$ cat config.mk
export PLATFORM = sky130hd
export DESIGN_NAME = mem_arbiter
export DESIGN_NICKNAME = d
export VERILOG_FILES = /design/src/logic/cpu_pkg.sv /design/src/logic/mem_arbiter.sv
export SDC_FILE = /design/constraint.sdc
export NUM_CORES = 1
export LEC_CHECK = 0
export ABC_AREA = 1
export BUFFER_PORTS_ARGS = -buffer_cell sky130_fd_sc_hd__buf_2
export CAP_MARGIN = 5
export CORE_UTILIZATION = 27
export DETAILED_ROUTE_END_ITERATION = 10
export PLACE_DENSITY = 0.89
export SLEW_MARGIN = 20
export SYNTH_ARGS = -nofsm -noshare
export SYNTH_HDL_FRONTEND = slang
export SYNTH_SLANG_ARGS = --single-unit
$ cat constraint.sdc
create_clock -name vclk -period 2
set_clock_uncertainty 0.2 [all_clocks]
set_input_delay 0.1 -clock vclk [all_inputs]
set_output_delay 0.1 -clock vclk [all_outputs]
set_load 0.01 [all_outputs]
$ cat src/logic/cpu_pkg.sv
`default_nettype none

package cpu_pkg;

    typedef logic [31:0] word_t;
    typedef logic [31:0] instr_t;
    typedef logic [3:0]  flags_t;

    // alu flag bit positions
    localparam int FLAG_Z = 0;
    localparam int FLAG_C = 1;
    localparam int FLAG_N = 2;
    localparam int FLAG_V = 3;

    // status register fields above the flag nibble
    localparam int STATUS_IMASK = 4;
    localparam int STATUS_MODE  = 5;

    // instruction flag bits
    localparam int IR_IMM   = 11;
    localparam int IR_REV   = 10;
    localparam int IR_LOAD  = 9;
    localparam int IR_SETST = 8;

    typedef enum logic [3:0] {
        R0, R1, R2, R3, R4, R5, R6, R7, R8, R9, R10, R11, R12,
        SP, STATUS, PC
    } reg_e;

    // high nibble zero means an alu instruction
    typedef enum logic [7:0] {
        LD   = 8'h10,
        LDR  = 8'h11,
        LDI  = 8'h12,
        ST   = 8'h20,
        STR  = 8'h21,
        PUSH = 8'h30,
        POP  = 8'h31,
        INT  = 8'h40
    } opcode_e;

    typedef enum logic [3:0] {
        NONE, EQ, NE, LTU, GTU, LEU, GEU, LTS, GTS, LES, GES
    } cond_e;

    typedef enum logic [3:0] {
        ADD, SUB, AND, OR, XOR, SHL, SHR, PASSA, PASSB
    } alu_op_e;

    localparam logic [3:0] VEC_HWINT  = 4'd1;
    localparam logic [3:0] VEC_SWINT  = 4'd2;
    localparam logic [3:0] VEC_EXCEPT = 4'd3;

    // first push lands on the last word of memory
    localparam word_t SP_RESET     = 32'h0000_0100;
    localparam word_t PC_RESET     = 32'd16;
    localparam word_t STATUS_RESET = 32'h0000_0010;

endpackage

`default_nettype wire

$ cat src/logic/mem_arbiter.sv
`default_nettype none

module mem_arbiter #(
    parameter int ADDR_W = 8
) (
    input  wire                 host_req,
    input  wire                 host_we,
    input  wire [ADDR_W-1:0]    host_addr,
    input  wire cpu_pkg::word_t host_wdata,
    input  wire                 cpu_rd,
    input  wire                 cpu_wr,
    input  wire [ADDR_W-1:0]    cpu_addr,
    input  wire cpu_pkg::word_t cpu_wdata,
    output logic                host_gnt,
    output logic                cpu_gnt,
    output logic                mem_we,
    output logic [ADDR_W-1:0]   mem_addr,
    output cpu_pkg::word_t      mem_wdata
);
    // host has fixed priority
    assign host_gnt  = host_req;
    assign cpu_gnt   = !host_req && (cpu_rd || cpu_wr);
    assign mem_we    = host_req ? host_we : cpu_wr;
    assign mem_addr  = host_req ? host_addr : cpu_addr;
    assign mem_wdata = host_req ? host_wdata : cpu_wdata;

endmodule

`default_nettype wire

[After elaboration in Yosys (flattened, before gate mapping)]
Cells that the tools add are included.
Word-level totals
  bits in registers: 0
  output and inout port bits: 43
  logic and storage cells: 6
Operators by class
  multiplexer cells: 3
  reductions and logical operators: 3
Operator list (number)
  $mux W32: 1
  $mux W8: 1
  $logic_and A1 B1 Y1: 1
  $logic_not A1 Y1: 1
  $logic_or A1 B1 Y1: 1
  $mux W1: 1

[Logic depth before layout (Yosys ltp)]
  depth in word-level cells: 2
  gate-level depth with buffers: 5
  mapped depth without buffers: 3

[Worst setup path after synthesis]
Ideal clock, no wire load.
  path type: in2out
  start: input port host_req
  end: output port mem_addr[0]
  arrival: 543 ps
  data required time: 1700 ps
  path slack: 1157 ps
  stages: 5
  path buffers: 2
  cells stage by stage: buf_6 > inv_8 > buf_8 > nand2_2 > nand2_1
Between the ends
  longest elaborated chain between the ends: 1
RTL lines
  start, declared: line mem_arbiter.sv:6  | input wire host_req,
  $mux W8: line mem_arbiter.sv:24  | assign mem_addr = host_req ? host_addr : cpu_addr;
  end, declared: line mem_arbiter.sv:17  | output logic [ADDR_W-1:0] mem_addr,
No other way between the ends.

[Worst setup path in the final report]
  start: input port host_req
  end: output port mem_addr[4]
Same word-level chain as after synthesis.

==> out/qor.yml <==
critical_path:
  worstSetupEndpoint: "mem_addr[4]"
  path_depth: 5
  timing.critical_path.fanout_max: 23
  cp_startpoint: "host_req"
  crit_arrival_ps: 1050
  worst_ep_required_time_ps: 1700
  crit_path_kind: "input pin to primary output"
  path_delay_family: "buffers and inverters"
  timing.critical_path.from_type: "input pin"
  timing.critical_path.slowest_cell_delay_ps: 350
  crit_path_cells: "buf_2, buf_4, nand2_1, nand2_1, buf_2"
  setup.worst_path.end_class: "primary output"
  slowest_stage: "sky130_fd_sc_hd__buf_2"
  timing.critical_path.buf_inv: 3
route:
  drt_iter0_markers: 15
  dr.pass1.iters: 4
  via_per_inst: 4.16
  met3_wirelength_um: 240
  route.antenna.remaining_nets: 0
  wl_per_cell_um: 8.97
  drc: 0
  number_of_vias_after_detailed_routing: 1170
  detail_route.wirelength.met1_um: 955
  detailroute.wirelength.met2_um: 1320
  top_layer: "met3"
  detail_route.wirelength_um: 2520
timing:
  final_critical_path_setup_slack_ps: 650
  fin_crit_ps: 1350
  max_slew.worst_pin.slew_ps: 421
  slew_viol_final: 0
  rsz0062_at_grt: "no"
  final_hold_viol_count: 0
  final.period_utilization: 0.675
  final.setup.tns_ps: 0
  headroom_to_the_max_slew_limit: 0.719
  final_setup_vio_count: 0
  max_freq_ghz: 0.741
  final.hold.worst_slack_ps: 270
layout:
  filler_cell_count: 219
  final_area_sq_um: 1180
  fin_util: 0.579
  final_cell_count_no_fill: 281
  layout_common_cells: "127 x sky130_fd_sc_hd__buf_2, 115 x sky130_fd_sc_hd__nand2_1, 10 x sky130_fd_sc_hd__nand2_2"
  multi_input_area_sq_um: 494
  syn_to_final_growth_pct: 94.8
  ff_latch_count: 0
  post_route_cells_drive_above_1_share: 0.547
  layout_commonest_cell: "sky130_fd_sc_hd__buf_2"
  layout.clock_buffers: 0
  seqCellArea_sq_um: 0
  design.final.nets: 340
  insertedDiodeCount: 0
power_and_ir_drop:
  p_switching_mw: 0.141
  powerDensity_nw_per_um2: 232
  clock_power_share: 0
  power.share.sequential: 0
  power.ir.vdd_worst_v: 0.000112
  switching_share: 0.512
  power_report.internal_total_mw: 0.134
  leakagePower_nw: 0.890
  power.share.combinational: 1.000
  design_power_total_mw: 0.275
die:
  top_level_ports: 127
  floorplan.die_area_sq_um: 2440
  rows: 16
  die_span_x_um: 49.4
  core_sq_um: 2040
  fp.dieH_um: 49.4
  initial_utilization: 0.297
clock_network:
  hold_buffers: 0
  post_cts_buffers: 0
  cts_resized: 0
synthesis:
  synth-warning-count: 0
  synth_seq_area_share: 0
  synth_cell_types: 6
  post_synthesis_net_count: 220
  synthesis.instances: 136
  post_synth.cell_area_avg_sq_um: 4.46
  post_synth_instance_area_sq_um: 607
global_routing:
  gr-usage-all-layers: 0.197
  first_global_vias: 992
  maximum_number_of_pins_on_one_net_before_global_route_repair: 43
  grt_pass1_wl_um: 4040
  globalRoute.totalOverflow: 0
  antenna_found_initial: 0
flow_run:
  cap_viol_max_count: 0
hold_path:
  worst_hold_path_type: "input pin to primary output"
  holdCritStartpoint: "cpu_wdata[22]"
placement:
  placed_cells: 281
  detailed_place_hpwl_um: 2010
  post-place-ws_ps: 649
  portBuffers: 127
  gp_congestion: 0.788
  placement.cell_area_sq_um: 1180
status:
  outcome: "finished clean"
worst min-delay path, delay by kind of cell:
kind | cells | cell delay (ps)
buf+inv | 2 | 180
simple gates | 2 | 80
metal layers:
metal	GRT usage	vias to the layer above
met4	0.00952	0
li1	-	635
met1	0.229	480
met5	0	-
met2	0.397	55
met3	0.0187	0
area by class of cell:
cell class	instances	share of cell area
Multi-Input combinational cell	125	0.418
Timing Repair Buffer	128	0.544
Inverter	1	0.00952
Tap cell	27	0.0286
synthesized netlist by cell type:
master / instances / area share
sky130_fd_sc_hd__nand2_1: 115 / 0.71
sky130_fd_sc_hd__buf_4: 4 / 0.049
sky130_fd_sc_hd__inv_8: 1 / 0.019
sky130_fd_sc_hd__buf_8: 1 / 0.025
sky130_fd_sc_hd__nand2_2: 10 / 0.10
sky130_fd_sc_hd__buf_6: 5 / 0.093
worst min path at each step:
stage	endpoint	slack, ps	depth (start not counted)
after global placement	mem_wdata[16]	270	4
after global routing	mem_wdata[14]	280	4
after floorplan	host_gnt	90	1
final	mem_wdata[22]	270	4
after CTS	mem_wdata[14]	270	4
after detailed placement	mem_wdata[14]	270	4
cell families after synthesis:
logic type             after synthesis  share of synthesized area
buffers and inverters               11                      0.186
and+or+nand+nor                    125                      0.814
power by group through the flow:
| stage | Sequential, mW | Combinational [mW] | Clock (mW) |
|---|---|---|---|
| 6_report | 0 | 0.275 | 0 |
| 5_1_grt | 0 | 0.307 | 0 |
| 4_1_cts | 0 | 0.276 | 0 |
| 3_5_place_dp | 0 | 0.275 | 0 |
| 3_3_place_gp | 0 | 0.271 | 0 |
| 2_1_floorplan | 0 | 0.142 | 0 |
No activity file was read; power rests on OpenSTA's default activity.
